`src/hdl/rv_core_pkg.sv`:
```
// Shared widths and types of the RV32I integer core
// Opcode, ALU and store size encodings used by decode and execute

package rv_core_pkg;

  // Datapath widths
  parameter int XLEN       = 32;
  parameter int INSTR_W    = 32;
  parameter int REG_ADDR_W = 5;
  parameter int BE_W       = 4;

  // Register file variant
  typedef enum logic {
    RV32I,
    RV32E
  } rv32_e;

  // Major opcodes handled by the core
  typedef enum logic [6:0] {
    OPC_OP     = 7'b0110011,
    OPC_OP_IMM = 7'b0010011,
    OPC_LUI    = 7'b0110111,
    OPC_STORE  = 7'b0100011
  } opcode_e;

  // ALU operations
  typedef enum logic [3:0] {
    ALU_ADD,
    ALU_SUB,
    ALU_SLL,
    ALU_SLT,
    ALU_SLTU,
    ALU_XOR,
    ALU_SRL,
    ALU_SRA,
    ALU_OR,
    ALU_AND
  } alu_op_e;

  // Store access size, same order as funct3[1:0]
  typedef enum logic [1:0] {
    ST_BYTE,
    ST_HALF,
    ST_WORD
  } store_size_e;

endpackage
```
`src/hdl/rv_pipe_if.sv`:
```
// Stage to stage links of the core pipeline
// Each link carries a valid/ready pair and the stage payload

`timescale 1ns/1ns

// IF to ID link
interface if_id_if;

  logic                            valid;
  logic                            ready;
  logic [rv_core_pkg::INSTR_W-1:0] instr;
  logic [rv_core_pkg::XLEN-1:0]    pc;

  modport fetch (output valid, output instr, output pc, input ready);
  modport decode (input valid, input instr, input pc, output ready);

endinterface

// ID to EX link
interface id_ex_if;

  logic                               valid;
  logic                               ready;
  rv_core_pkg::alu_op_e               alu_op;
  logic [rv_core_pkg::XLEN-1:0]       op_a;
  logic [rv_core_pkg::XLEN-1:0]       op_b;
  logic [rv_core_pkg::REG_ADDR_W-1:0] rd;
  logic                               rd_we;
  logic                               is_store;
  rv_core_pkg::store_size_e           store_size;
  logic [rv_core_pkg::XLEN-1:0]       store_data;

  // Decode drives the payload, execute answers with ready
  modport decode (
    output valid, output alu_op, output op_a, output op_b, output rd, output rd_we,
    output is_store, output store_size, output store_data, input ready
  );
  modport execute (
    input valid, input alu_op, input op_a, input op_b, input rd, input rd_we,
    input is_store, input store_size, input store_data, output ready
  );

endinterface

```
`src/hdl/rv_core.sv`:
```
// RV32I integer core top level
// Fetch, decode and execute with write-back, plain bus ports

`timescale 1ns/1ns

module rv_core #(
  parameter rv_core_pkg::rv32_e RV32 = rv_core_pkg::RV32I
) (
  input  logic                            clk_i,
  input  logic                            rst_n_i,
  input  logic                            fetch_enable_i,
  input  logic [rv_core_pkg::XLEN-1:0]    boot_addr_i,

  // Instruction bus
  output logic                            instr_req_o,
  output logic [rv_core_pkg::XLEN-1:0]    instr_addr_o,
  input  logic                            instr_gnt_i,
  input  logic                            instr_rvalid_i,
  input  logic [rv_core_pkg::INSTR_W-1:0] instr_rdata_i,

  // Data bus
  output logic                            data_req_o,
  output logic [rv_core_pkg::XLEN-1:0]    data_addr_o,
  output logic [rv_core_pkg::BE_W-1:0]    data_be_o,
  output logic [rv_core_pkg::XLEN-1:0]    data_wdata_o,
  input  logic                            data_gnt_i
);

  // Write-back from EX to register file and forwarding
  logic                               wb_we;
  logic [rv_core_pkg::REG_ADDR_W-1:0] wb_addr;
  logic [rv_core_pkg::XLEN-1:0]       wb_data;

  if_id_if if_id_link ();
  id_ex_if id_ex_link ();

  ////////////////////////////////////////////////////////////////////////////
  // Pipeline stages
  ////////////////////////////////////////////////////////////////////////////

  rv_if_stage if_stage_i (
    .clk_i          ( clk_i          ),
    .rst_n_i        ( rst_n_i        ),
    .fetch_enable_i ( fetch_enable_i ),
    .boot_addr_i    ( boot_addr_i    ),
    .instr_req_o    ( instr_req_o    ),
    .instr_addr_o   ( instr_addr_o   ),
    .instr_gnt_i    ( instr_gnt_i    ),
    .instr_rvalid_i ( instr_rvalid_i ),
    .instr_rdata_i  ( instr_rdata_i  ),
    .if_id          ( if_id_link     )
  );

  rv_id_stage #(
    .RV32      ( RV32       )
  ) id_stage_i (
    .clk_i     ( clk_i      ),
    .rst_n_i   ( rst_n_i    ),
    .if_id     ( if_id_link ),
    .id_ex     ( id_ex_link ),
    .wb_we_i   ( wb_we      ),
    .wb_addr_i ( wb_addr    ),
    .wb_data_i ( wb_data    )
  );

  rv_ex_stage ex_stage_i (
    .clk_i        ( clk_i        ),
    .rst_n_i      ( rst_n_i      ),
    .id_ex        ( id_ex_link   ),
    .data_req_o   ( data_req_o   ),
    .data_addr_o  ( data_addr_o  ),
    .data_be_o    ( data_be_o    ),
    .data_wdata_o ( data_wdata_o ),
    .data_gnt_i   ( data_gnt_i   ),
    .wb_we_o      ( wb_we        ),
    .wb_addr_o    ( wb_addr      ),
    .wb_data_o    ( wb_data      )
  );

endmodule

```
`src/hdl/rv_ex_stage.sv`:
```
// Execute stage with ALU, store issue and register write-back
// A store sits on the data bus until its grant arrives

`timescale 1ns/1ns

module rv_ex_stage (
  input  logic                               clk_i,
  input  logic                               rst_n_i,
  id_ex_if.execute                           id_ex,

  // Data bus, stores only
  output logic                               data_req_o,
  output logic [rv_core_pkg::XLEN-1:0]       data_addr_o,
  output logic [rv_core_pkg::BE_W-1:0]       data_be_o,
  output logic [rv_core_pkg::XLEN-1:0]       data_wdata_o,
  input  logic                               data_gnt_i,

  // Register write-back
  output logic                               wb_we_o,
  output logic [rv_core_pkg::REG_ADDR_W-1:0] wb_addr_o,
  output logic [rv_core_pkg::XLEN-1:0]       wb_data_o
);

  logic [rv_core_pkg::XLEN-1:0] alu_res;
  logic                         st_req;
  logic [rv_core_pkg::BE_W-1:0] be_base;
  logic [rv_core_pkg::BE_W-1:0] st_be;
  logic [rv_core_pkg::XLEN-1:0] st_wdata;

  ////////////////////////////////////////////////////////////////////////////
  // ALU
  ////////////////////////////////////////////////////////////////////////////

  always_comb begin
    case (id_ex.alu_op)
      rv_core_pkg::ALU_SUB:  alu_res = id_ex.op_a - id_ex.op_b;
      rv_core_pkg::ALU_SLL:  alu_res = id_ex.op_a << id_ex.op_b[4:0];
      rv_core_pkg::ALU_SLT:  alu_res = {31'b0, $signed(id_ex.op_a) < $signed(id_ex.op_b)};
      rv_core_pkg::ALU_SLTU: alu_res = {31'b0, id_ex.op_a < id_ex.op_b};
      rv_core_pkg::ALU_XOR:  alu_res = id_ex.op_a ^ id_ex.op_b;
      rv_core_pkg::ALU_SRL:  alu_res = id_ex.op_a >> id_ex.op_b[4:0];
      rv_core_pkg::ALU_SRA:  alu_res = $unsigned($signed(id_ex.op_a) >>> id_ex.op_b[4:0]);
      rv_core_pkg::ALU_OR:   alu_res = id_ex.op_a | id_ex.op_b;
      rv_core_pkg::ALU_AND:  alu_res = id_ex.op_a & id_ex.op_b;
      default:               alu_res = id_ex.op_a + id_ex.op_b;
    endcase
  end

  // ALU ops finish at once, stores wait for grant
  assign st_req      = id_ex.valid && id_ex.is_store;
  assign id_ex.ready = !(st_req && !data_gnt_i);

  assign wb_we_o   = id_ex.valid && id_ex.rd_we;
  assign wb_addr_o = id_ex.rd;
  assign wb_data_o = alu_res;

  ////////////////////////////////////////////////////////////////////////////
  // Store lanes
  ////////////////////////////////////////////////////////////////////////////

  always_comb begin
    case (id_ex.store_size)
      rv_core_pkg::ST_BYTE: be_base = 4'b0001;
      rv_core_pkg::ST_HALF: be_base = 4'b0011;
      default:              be_base = 4'b1111;
    endcase
  end

  // Shift enables and data up by the byte offset
  assign st_be    = be_base << alu_res[1:0];
  assign st_wdata = id_ex.store_data << {alu_res[1:0], 3'b000};

  // ID/EX keeps the store until grant, so the bus follows it directly
  assign data_req_o   = st_req;
  assign data_addr_o  = alu_res;
  assign data_be_o    = st_be;
  assign data_wdata_o = st_wdata;

endmodule

```
`src/hdl/rv_id_stage.sv`:
```
// Decode stage with register file read and operand forwarding
// Builds ALU control and operands and loads the ID/EX register

`timescale 1ns/1ns

module rv_id_stage #(
  parameter rv_core_pkg::rv32_e RV32 = rv_core_pkg::RV32I
) (
  input  logic                               clk_i,
  input  logic                               rst_n_i,
  if_id_if.decode                            if_id,
  id_ex_if.decode                            id_ex,

  // Write-back from EX, also used for forwarding
  input  logic                               wb_we_i,
  input  logic [rv_core_pkg::REG_ADDR_W-1:0] wb_addr_i,
  input  logic [rv_core_pkg::XLEN-1:0]       wb_data_i
);

  rv_core_pkg::opcode_e               opcode;
  logic [2:0]                         funct3;
  logic [rv_core_pkg::REG_ADDR_W-1:0] rs1;
  logic [rv_core_pkg::REG_ADDR_W-1:0] rs2;
  logic [rv_core_pkg::XLEN-1:0]       rf_rdata_a;
  logic [rv_core_pkg::XLEN-1:0]       rf_rdata_b;
  logic [rv_core_pkg::XLEN-1:0]       rs1_val;
  logic [rv_core_pkg::XLEN-1:0]       rs2_val;
  logic [rv_core_pkg::XLEN-1:0]       imm_i;
  logic [rv_core_pkg::XLEN-1:0]       imm_s;
  logic [rv_core_pkg::XLEN-1:0]       imm_u;
  rv_core_pkg::alu_op_e               alu_op;
  logic [rv_core_pkg::XLEN-1:0]       op_a;
  logic [rv_core_pkg::XLEN-1:0]       op_b;
  logic                               rd_we;
  logic                               is_store;
  rv_core_pkg::store_size_e           st_size;
  logic                               accept;

  // funct3 to ALU op, bit 30 picks SUB (reg only) and SRA
  function automatic rv_core_pkg::alu_op_e dec_alu(input logic [2:0] f3,
                                                   input logic       f7_5,
                                                   input logic       is_reg);
    case (f3)
      3'b000:  dec_alu = (is_reg && f7_5) ? rv_core_pkg::ALU_SUB : rv_core_pkg::ALU_ADD;
      3'b001:  dec_alu = rv_core_pkg::ALU_SLL;
      3'b010:  dec_alu = rv_core_pkg::ALU_SLT;
      3'b011:  dec_alu = rv_core_pkg::ALU_SLTU;
      3'b100:  dec_alu = rv_core_pkg::ALU_XOR;
      3'b101:  dec_alu = f7_5 ? rv_core_pkg::ALU_SRA : rv_core_pkg::ALU_SRL;
      3'b110:  dec_alu = rv_core_pkg::ALU_OR;
      default: dec_alu = rv_core_pkg::ALU_AND;
    endcase
  endfunction

  ////////////////////////////////////////////////////////////////////////////
  // Register read and forwarding
  ////////////////////////////////////////////////////////////////////////////

  assign opcode = rv_core_pkg::opcode_e'(if_id.instr[6:0]);
  assign funct3 = if_id.instr[14:12];
  assign rs1    = if_id.instr[19:15];
  assign rs2    = if_id.instr[24:20];

  rv_register_file #(
    .RV32      ( RV32       )
  ) register_file_i (
    .clk_i     ( clk_i      ),
    .rst_n_i   ( rst_n_i    ),
    .raddr_a_i ( rs1        ),
    .raddr_b_i ( rs2        ),
    .rdata_a_o ( rf_rdata_a ),
    .rdata_b_o ( rf_rdata_b ),
    .we_i      ( wb_we_i    ),
    .waddr_i   ( wb_addr_i  ),
    .wdata_i   ( wb_data_i  )
  );

  // Same-cycle EX write wins over the array, never for x0
  assign rs1_val = (wb_we_i && (wb_addr_i == rs1) && (rs1 != '0)) ? wb_data_i : rf_rdata_a;
  assign rs2_val = (wb_we_i && (wb_addr_i == rs2) && (rs2 != '0)) ? wb_data_i : rf_rdata_b;

  // Immediates
  assign imm_i = {{20{if_id.instr[31]}}, if_id.instr[31:20]};
  assign imm_s = {{20{if_id.instr[31]}}, if_id.instr[31:25], if_id.instr[11:7]};
  assign imm_u = {if_id.instr[31:12], 12'b0};

  ////////////////////////////////////////////////////////////////////////////
  // Decoder
  ////////////////////////////////////////////////////////////////////////////

  always_comb begin
    // Unknown opcodes fall through as no-op
    alu_op   = rv_core_pkg::ALU_ADD;
    op_a     = rs1_val;
    op_b     = rs2_val;
    rd_we    = 1'b0;
    is_store = 1'b0;
    st_size  = rv_core_pkg::ST_WORD;
    case (opcode)
      rv_core_pkg::OPC_OP: begin
        alu_op = dec_alu(funct3, if_id.instr[30], 1'b1);
        rd_we  = 1'b1;
      end
      rv_core_pkg::OPC_OP_IMM: begin
        alu_op = dec_alu(funct3, if_id.instr[30], 1'b0);
        op_b   = imm_i;
        rd_we  = 1'b1;
      end
      // LUI is zero plus the upper immediate
      rv_core_pkg::OPC_LUI: begin
        op_a  = '0;
        op_b  = imm_u;
        rd_we = 1'b1;
      end
      // Address is rs1 plus offset
      rv_core_pkg::OPC_STORE: begin
        op_b     = imm_s;
        is_store = 1'b1;
        case (funct3[1:0])
          2'b00:   st_size = rv_core_pkg::ST_BYTE;
          2'b01:   st_size = rv_core_pkg::ST_HALF;
          default: st_size = rv_core_pkg::ST_WORD;
        endcase
      end
      default: ;
    endcase
  end

  ////////////////////////////////////////////////////////////////////////////
  // ID/EX pipeline register
  ////////////////////////////////////////////////////////////////////////////

  // Stall only when ID/EX is full and EX holds it
  assign if_id.ready = !id_ex.valid || id_ex.ready;
  assign accept      = if_id.valid && if_id.ready;

  always_ff @(posedge clk_i or negedge rst_n_i) begin
    if (!rst_n_i) begin
      id_ex.valid <= 1'b0;
    end else if (accept) begin
      id_ex.valid <= 1'b1;
    end else if (id_ex.ready) begin
      id_ex.valid <= 1'b0;
    end
  end

  always_ff @(posedge clk_i) begin
    if (accept) begin
      id_ex.alu_op     <= alu_op;
      id_ex.op_a       <= op_a;
      id_ex.op_b       <= op_b;
      id_ex.rd         <= if_id.instr[11:7];
      id_ex.rd_we      <= rd_we;
      id_ex.is_store   <= is_store;
      id_ex.store_size <= st_size;
      id_ex.store_data <= rs2_val;
    end
  end

endmodule

```
`src/hdl/rv_register_file.sv`:
```
// Integer register file, two read ports and one write port
// 32 entries for RV32I, 16 for RV32E; x0 is hard zero

`timescale 1ns/1ns

module rv_register_file #(
  parameter rv_core_pkg::rv32_e RV32 = rv_core_pkg::RV32I
) (
  input  logic                               clk_i,
  input  logic                               rst_n_i,
  input  logic [rv_core_pkg::REG_ADDR_W-1:0] raddr_a_i,
  input  logic [rv_core_pkg::REG_ADDR_W-1:0] raddr_b_i,
  output logic [rv_core_pkg::XLEN-1:0]       rdata_a_o,
  output logic [rv_core_pkg::XLEN-1:0]       rdata_b_o,
  input  logic                               we_i,
  input  logic [rv_core_pkg::REG_ADDR_W-1:0] waddr_i,
  input  logic [rv_core_pkg::XLEN-1:0]       wdata_i
);

  // RV32E drops the top index bit
  localparam int AW       = (RV32 == rv_core_pkg::RV32E) ? 4 : 5;
  localparam int NUM_REGS = 2 ** AW;

  logic [rv_core_pkg::XLEN-1:0] regs_q [NUM_REGS];

  // Entry 0 is never written
  always_ff @(posedge clk_i or negedge rst_n_i) begin
    if (!rst_n_i) begin
      regs_q <= '{default: '0};
    end else if (we_i && (waddr_i[AW-1:0] != '0)) begin
      regs_q[waddr_i[AW-1:0]] <= wdata_i;
    end
  end

  assign rdata_a_o = regs_q[raddr_a_i[AW-1:0]];
  assign rdata_b_o = regs_q[raddr_b_i[AW-1:0]];

endmodule

```
`src/hdl/rv_if_stage.sv`:
```
// Instruction fetch stage
// Sequential fetch over the req/gnt/rvalid instruction bus
// into a one-entry buffer that feeds decode

`timescale 1ns/1ns

module rv_if_stage (
  input  logic                            clk_i,
  input  logic                            rst_n_i,
  input  logic                            fetch_enable_i,
  input  logic [rv_core_pkg::XLEN-1:0]    boot_addr_i,

  // Instruction bus
  output logic                            instr_req_o,
  output logic [rv_core_pkg::XLEN-1:0]    instr_addr_o,
  input  logic                            instr_gnt_i,
  input  logic                            instr_rvalid_i,
  input  logic [rv_core_pkg::INSTR_W-1:0] instr_rdata_i,

  if_id_if.fetch                          if_id
);

  typedef enum logic {
    IDLE,
    WAIT_RVALID
  } fetch_state_e;

  fetch_state_e                    state_q;
  logic                            boot_q;
  logic                            hold_q;
  logic                            buf_valid_q;
  logic [rv_core_pkg::XLEN-1:0]    pc_q;
  logic [rv_core_pkg::XLEN-1:0]    buf_pc_q;
  logic [rv_core_pkg::INSTR_W-1:0] buf_instr_q;

  ////////////////////////////////////////////////////////////////////////////
  // Bus request
  ////////////////////////////////////////////////////////////////////////////

  // First fetch after reset comes from the boot address
  assign instr_addr_o = boot_q ? boot_addr_i : pc_q;

  // New request only with free buffer, an ungranted one stays up
  assign instr_req_o = (state_q == IDLE) &&
                       (hold_q || (fetch_enable_i && !buf_valid_q));

  always_ff @(posedge clk_i or negedge rst_n_i) begin
    if (!rst_n_i) begin
      state_q     <= IDLE;
      boot_q      <= 1'b1;
      hold_q      <= 1'b0;
      buf_valid_q <= 1'b0;
      pc_q        <= '0;
    end else begin
      hold_q <= instr_req_o && !instr_gnt_i;
      // Granted, next address is the following word
      if (instr_req_o && instr_gnt_i) begin
        state_q <= WAIT_RVALID;
        boot_q  <= 1'b0;
        pc_q    <= instr_addr_o + rv_core_pkg::XLEN'(4);
      end
      // Response fills the buffer, decode drains it
      if ((state_q == WAIT_RVALID) && instr_rvalid_i) begin
        state_q     <= IDLE;
        buf_valid_q <= 1'b1;
      end else if (if_id.valid && if_id.ready) begin
        buf_valid_q <= 1'b0;
      end
    end
  end

  // Buffer payload, pc captured at grant
  always_ff @(posedge clk_i) begin
    if (instr_req_o && instr_gnt_i) begin
      buf_pc_q <= instr_addr_o;
    end
    if ((state_q == WAIT_RVALID) && instr_rvalid_i) begin
      buf_instr_q <= instr_rdata_i;
    end
  end

  assign if_id.valid = buf_valid_q;
  assign if_id.instr = buf_instr_q;
  assign if_id.pc    = buf_pc_q;

endmodule

```
`config.mk`:
```
export PLATFORM = sky130hd
export DESIGN_NAME = rv_core
export DESIGN_NICKNAME = d
export VERILOG_FILES = /design/src/hdl/rv_core_pkg.sv /design/src/hdl/rv_pipe_if.sv /design/src/hdl/rv_core.sv /design/src/hdl/rv_ex_stage.sv /design/src/hdl/rv_id_stage.sv /design/src/hdl/rv_register_file.sv /design/src/hdl/rv_if_stage.sv
export SDC_FILE = /design/constraint.sdc
export NUM_CORES = 2
export LEC_CHECK = 0
export BUFFER_PORTS_ARGS = -buffer_cell sky130_fd_sc_hd__buf_4
export CAP_MARGIN = 40
export CORE_MARGIN = 3
export CORE_UTILIZATION = 35
export CTS_BUF_LIST = sky130_fd_sc_hd__clkbuf_4 sky130_fd_sc_hd__clkbuf_8
export CTS_CLUSTER_SIZE = 28
export DETAILED_ROUTE_END_ITERATION = 8
export MAX_ROUTING_LAYER = met4
export PLACE_DENSITY = 0.58
export SLEW_MARGIN = 30
export SYNTH_ARGS = -nofsm -noshare
export SYNTH_HDL_FRONTEND = slang
export SYNTH_SLANG_ARGS = --single-unit
```
`constraint.sdc`:
```
create_clock -name clk_i -period 4.6 [get_ports clk_i]
set_input_delay 0.23 -clock clk_i [delete_from_list [all_inputs] [get_ports clk_i]]
set_output_delay 0.23 -clock clk_i [all_outputs]
set_load 0.02 [all_outputs]
```
; ---- Word level (Yosys, flattened, before mapping)
; Cells that the tools add are included.
[word_totals]
output_inout_bits = 102
wordCells = 152
regBits = 1202
input_bits = 70
[classes]
magnitude_cmp = 6
n_bitwise = 7
add_sub_neg = 3
shift = 5
n_mux = 29
n_reduce_logical = 31
n_eq_ne = 24
[ops]
columns = cell, count
row1 = bitwise mux 1024 bit, 1
row2 = binary-select mux 32 bit (select 5 bit), 2
row3 = one-hot mux 32 bit (9 select lines), 1
row4 = 2-to-1 mux 32 bit, 8
row5 = demux 32 bit (select 5 bit), 1
row6 = one-hot mux 32 bit (3 select lines), 1
row7 = < comparator 32 bit, 2
row8 = << shifter 32 x 5 -> 32 bit, 2
row9 = one-hot mux 4 bit (7 select lines), 2
row10 = "adder 32 x 3 -> 32 bit, second input constant", 1
row11 = adder 32 bit, 1
row12 = bitwise AND 32 bit, 1
row13 = bitwise OR 32 bit, 1
row14 = right shift 32 x 5 -> 32 bit, 1
row15 = >>> shifter 32 x 5 -> 32 bit, 1
row16 = subtractor 32 bit, 1
row17 = XOR 32 bit, 1
row18 = "== test 7 x 6 -> 1 bit, second input constant", 3
row19 = "greater-or-equal comparator 6 bit, second input constant", 3
row20 = NOT 5 -> 6 bit, 3
row21 = "== test 4 x 3 -> 1 bit, second input constant", 4
row22 = one-hot mux 4 bit (2 select lines), 2
row23 = logical AND 1 bit, 15
row24 = nonzero test 5 bit, 3
row25 = other kinds (21), 44

; ---- Depth between registers and ports, before layout
[depth]
word_depth = 7
depth_mapped = 20
mapped_depth_nobuf = 15

; ---- Modules after synthesis
; A second synthesis with hierarchy kept.
[unflattened]
hier_cells = 6757
hier_area_um2 = 75778.9
[modules_own_cells]
columns = mod, cells_per_inst, area_per_inst_um2, n_inst, seq_area_each_um2
row1 = rv_register_file, 4601, 55942.4, 1, 25624.6
row2 = rv_ex_stage, 1407, 9950.8, 1, 0.0
row3 = rv_id_stage, 387, 5220.0, 1, 3298.2
row4 = rv_if_stage, 362, 4665.7, 1, 2824.0

; ---- Worst setup path after synthesis
; OpenSTA, ideal clock, no wires.
[synth_timing]
path_type = reg-to-output
from = register id_stage_i.id_ex.op_b[2]
to = output data_wdata_o[30] (netlist name)
t_arrival_ns = 4.365
slack_ns = 0.005
required_ns = 4.370
path_stages_with_launch = 21
path_buffers = 8
path_cell_list = edfxtp_1 buf_2 inv_1 buf_2 buf_2 buf_2 buf_2 ha_1 buf_2 nor2b_1 o21ai_0 a31oi_1 a21oi_1 o21a_1 o31ai_1 a31oi_1 nor2_1 buf_4 buf_2 mux2i_1 mux2i_1
[synth_via]
elab_chain_cells = 3
elab_cells_between_ends = 7
cone_classes = order compare (2) / shift (4) / mux (1)
[synth_lines]
columns = element, line_no
row1 = start: declaration, rv_pipe_if.sv:35  ; output valid, output alu_op, output op_a, output op_b, output rd, output rd_we,
row2 = < comparator 32 bit (tied with other cells), rv_ex_stage.sv:39  ; rv_core_pkg::ALU_SLTU: alu_res = {31'b0, id_ex.op_a < id_ex.op_b};
row3 = one-hot mux 32 bit (9 select lines) *, rv_ex_stage.sv:35  ; case (id_ex.alu_op)
row4 = << shifter 32 x 5 -> 32 bit *, rv_ex_stage.sv:71  ; assign st_wdata = id_ex.store_data << {alu_res[1:0], 3'b000};
row5 = end: declaration, rv_core.sv:25  ; output logic [rv_core_pkg::XLEN-1:0] data_wdata_o,
; Every way passes the cells marked *; elsewhere a longest branch is shown, timed or not.

; ---- Final worst setup path
[layout_timing]
from = register id_stage_i.id_ex.op_b[2]
to = output data_addr_o[30] (netlist name)
[layout_via]
elab_chain_cells = 2
elab_cells_between_ends = 6
cone_classes = add/sub (2) / shift (3) / mux (1)
[layout_lines]
columns = element, line_no
row1 = adder 32 bit (tied with other cells), rv_ex_stage.sv:45  ; default: alu_res = id_ex.op_a + id_ex.op_b;
row2 = one-hot mux 32 bit (9 select lines) *, rv_ex_stage.sv:35
row3 = end: declaration, rv_core.sv:23  ; output logic [rv_core_pkg::XLEN-1:0] data_addr_o,
; Marked as above.

==> impl_metrics.ini <==
[clock_tree]
clkLatencyLatePin_ps = 980
cts_tree = done
cts.clk_slew.worst_paths_ps = 70
clockBufferDepth = 3
cts-htree-levels = 4
cts-root-buf = clkbuf_8
cts_buffers = 199
clock_sinks = 1202

[logic_synthesis]
synth_flop_cell = dfrtp_1
synth_edf_count = 141
synth-seq-cells = 1202
ys_types = 98
ys_warn_count = 0
synth-async-reset-ratio = 0.883
avgSynthCellArea_sq_um = 10.6
synthCells = 6505
syn_area_sq_mm = 0.0693
syn-num-nets = 6675
ys_seq_area_frac = 0.444

[global_route]
grt_max_degree = 134
grt_pass1_vias = 56726
grt_pass1_wl_um = 402000
antenna_found_initial = 9
grt_util_all_layers = 0.275
overflow = 0

[sta]
timing.final.crit_share = 1.04
fmax_mhz = 209
finalMaxSlewViolations = 0
grt_setup_unrepaired = yes
min_period_ps = 4790
tightest_slew_ps = 952
hold_viol = 0
slew_headroom = 0.363
fin_skew_ps = 74.7
setup_viol = 29
fin_ws_ps = -188

[setup_path]
crit_path_end_kind = output port
startpoint_type = flop
critPathMaxFanout = 39
arrival_ps = 4560
path_class = flop to output port
cp.required_ps = 4370

[drt]
wire_per_inst_um = 28.7
vias = 57165
viasPerCell = 5.93
drt_wl_total_um = 277000
drt_iter0_markers = 6109
ant_nets = 0
firstDrtPassIters = 6
remaining_drc_errors = 0

[power]
power_leakage_nw = 35.3
powerDensity_mw_per_mm2 = 394
ir_worst_vdd_mv = 0.225
power.total_mw = 33.1

[cells_and_area]
final_common_cell = nand2_1
syn2layout_area_growth_pct = 21.0
final_util = 0.428
final_cell_area_sq_mm = 0.0838
layout-drive-gt1-share = 0.277
layout_common_cells = nand2_1, o21ai_0, dfrtp_1
nNetsFinal = 7004

[die]
dieHeight_um = 451
ios = 172
rows = 162
fp.coreArea_sq_mm = 0.196
fp.dieW_um = 451
initial_core_util = 0.354
fp.dieArea_sq_mm = 0.203

[placed_design]
place_hpwl_um = 179000
io_buffer_count = 171
place_area_sq_mm = 0.0752
place_congestion = 1.03

[hold_path]
min-delay-path-class = input port to flop

[status]
status = complete, but fails checks
violations = setup timing

[run]
cap_viol_max_count = 0
final timing paths:
path                                                        start                                      to  slack [ps]  cells past startpoint
min reg2reg                id_stage_i.register_file_i.regs_q[993]  id_stage_i.register_file_i.regs_q[993]         400                      0
max reg2reg                              id_stage_i.id_ex.op_b[2]         id_stage_i.id_ex.store_data[30]         510                     16
min                                                    data_gnt_i                  id_stage_i.id_ex.valid         190                      4
max                                      id_stage_i.id_ex.op_b[2]                         data_addr_o[30]        -190                     15
max in group asynchronous                                 rst_n_i  id_stage_i.register_file_i.regs_q[578]        3040                      4
min in group asynchronous                                 rst_n_i  id_stage_i.register_file_i.regs_q[881]         450                      3
Yosys cell counts, types with 20 or more instances:
master    count  area (sq um)
nand2b_1     26           163
a221oi_1     42           368
mux4_2      588         13200
o21ai_2      21           184
nor2_1      233           875
nor3_1       54           270
dfrtp_1    1060         26500
nor2b_1      50           313
o21ai_0    1102          5520
o22ai_1      39           244
a31oi_1      20           125
and3_1       20           125
nand2_1    1200          4500
buf_2        57           285
a21o_1       27           203
o221ai_1     41           359
inv_1       156           586
buf_1        46           173
ha_1         98          1230
xnor2_1      32           280
edfxtp_1    141          4230
mux2_2       74           833
o211ai_1     36           270
a211oi_1    110           826
mux2i_1     190          1900
a22oi_1      26           195
a21oi_1     167           836
nand3_1      45           225
clkbuf_1    520          1950
where the power goes:
group	internal [mW]	switching, mW	total (mW)
clock network	5.94	4.82	10.8
registers	12.0	1.01	13.0
logic	4.01	5.24	9.25
critical path, cell delays in order, from the launching register on:
cell and delay [ps]:
edfxtp_1 440, buf_4 300, nor3_1 420, buf_2 270, nor2_1 70, a21oi_1 440, nor2_1 90, a2111oi_0 500
buf_4 220, nand3_1 90, buf_4 180, nor2_1 80, o2bb2ai_1 120, a211o_1 160, inv_2 90, buf_6 140
routing by layer:
layer  global-route usage  part of all wire  wire length (um)
met4                0.126             0.054             14900
met5                    -                 0                 0
met2                0.415              0.46            127000
met3               0.0531             0.083             23100
met1                0.358              0.40            112000
timing repair:
| action | CTS | global route |
|---|---|---|
| setup buffers | 83 | 37 |
| hold buffers | 127 | 1 |
| gates resized for setup | 196 | 123 |
| setup endpoints to repair | 66 | 59 |
| hold endpoints to repair | 744 | 1 |
| pin swaps | 52 | 51 |
| cloned | 9 | 3 |
through the flow:
| step | hold WS, ps | TNS [ps] | worst slack [ps] | std cells |
|---|---|---|---|---|
| after floorplan | -65.6 | 0 | 4.79 | 6505 |
| after global placement | 303 | -464 | -112 | 8985 |
| after detailed placement | 304 | 0 | 211 | 8996 |
| after CTS | 86.9 | -296 | -156 | 9585 |
| after global routing | 157 | -6350 | -289 | 9632 |
| final | 188 | -1110 | -188 | 9633 |
cell families after synthesis:
logic type                 count (synthesis)  share of synthesized area
AOI/OAI and AO/OA                       1799                      0.153
xor gates and xnor gates                  46                    0.00582
adders and majority gates                100                     0.0183
buffers and inverters                    804                     0.0463
DFF                                     1202                      0.444
muxes                                    854                      0.231
and+or+nand+nor                         1700                      0.101
state kept, by name (all words and copies together), names as in the netlist, 2 cells and up:
name,cells
if_stage_i.if_id.instr,32
id_stage_i.id_ex.store_data,32
id_stage_i.id_ex.op_b,32
id_stage_i.id_ex.op_a,32
if_stage_i.pc_q,32
id_stage_i.id_ex.rd,5
id_stage_i.id_ex.alu_op,4
id_stage_i.register_file_i.regs_q,1024
id_stage_i.id_ex.store_size,2
layout make-up:
class                      instances  area (sq um)
fill                           18350        112000
multi-input combinational       4499         36800
sequential                      1202         30800
timing repair buffer             774          7740
clock buffer                     301          3820
tap                             2624          3280
clock inverter                    69           717
inverter                         158           624
antenna                            6          15.0
Note: power is estimated with default switching activity, not from simulation.
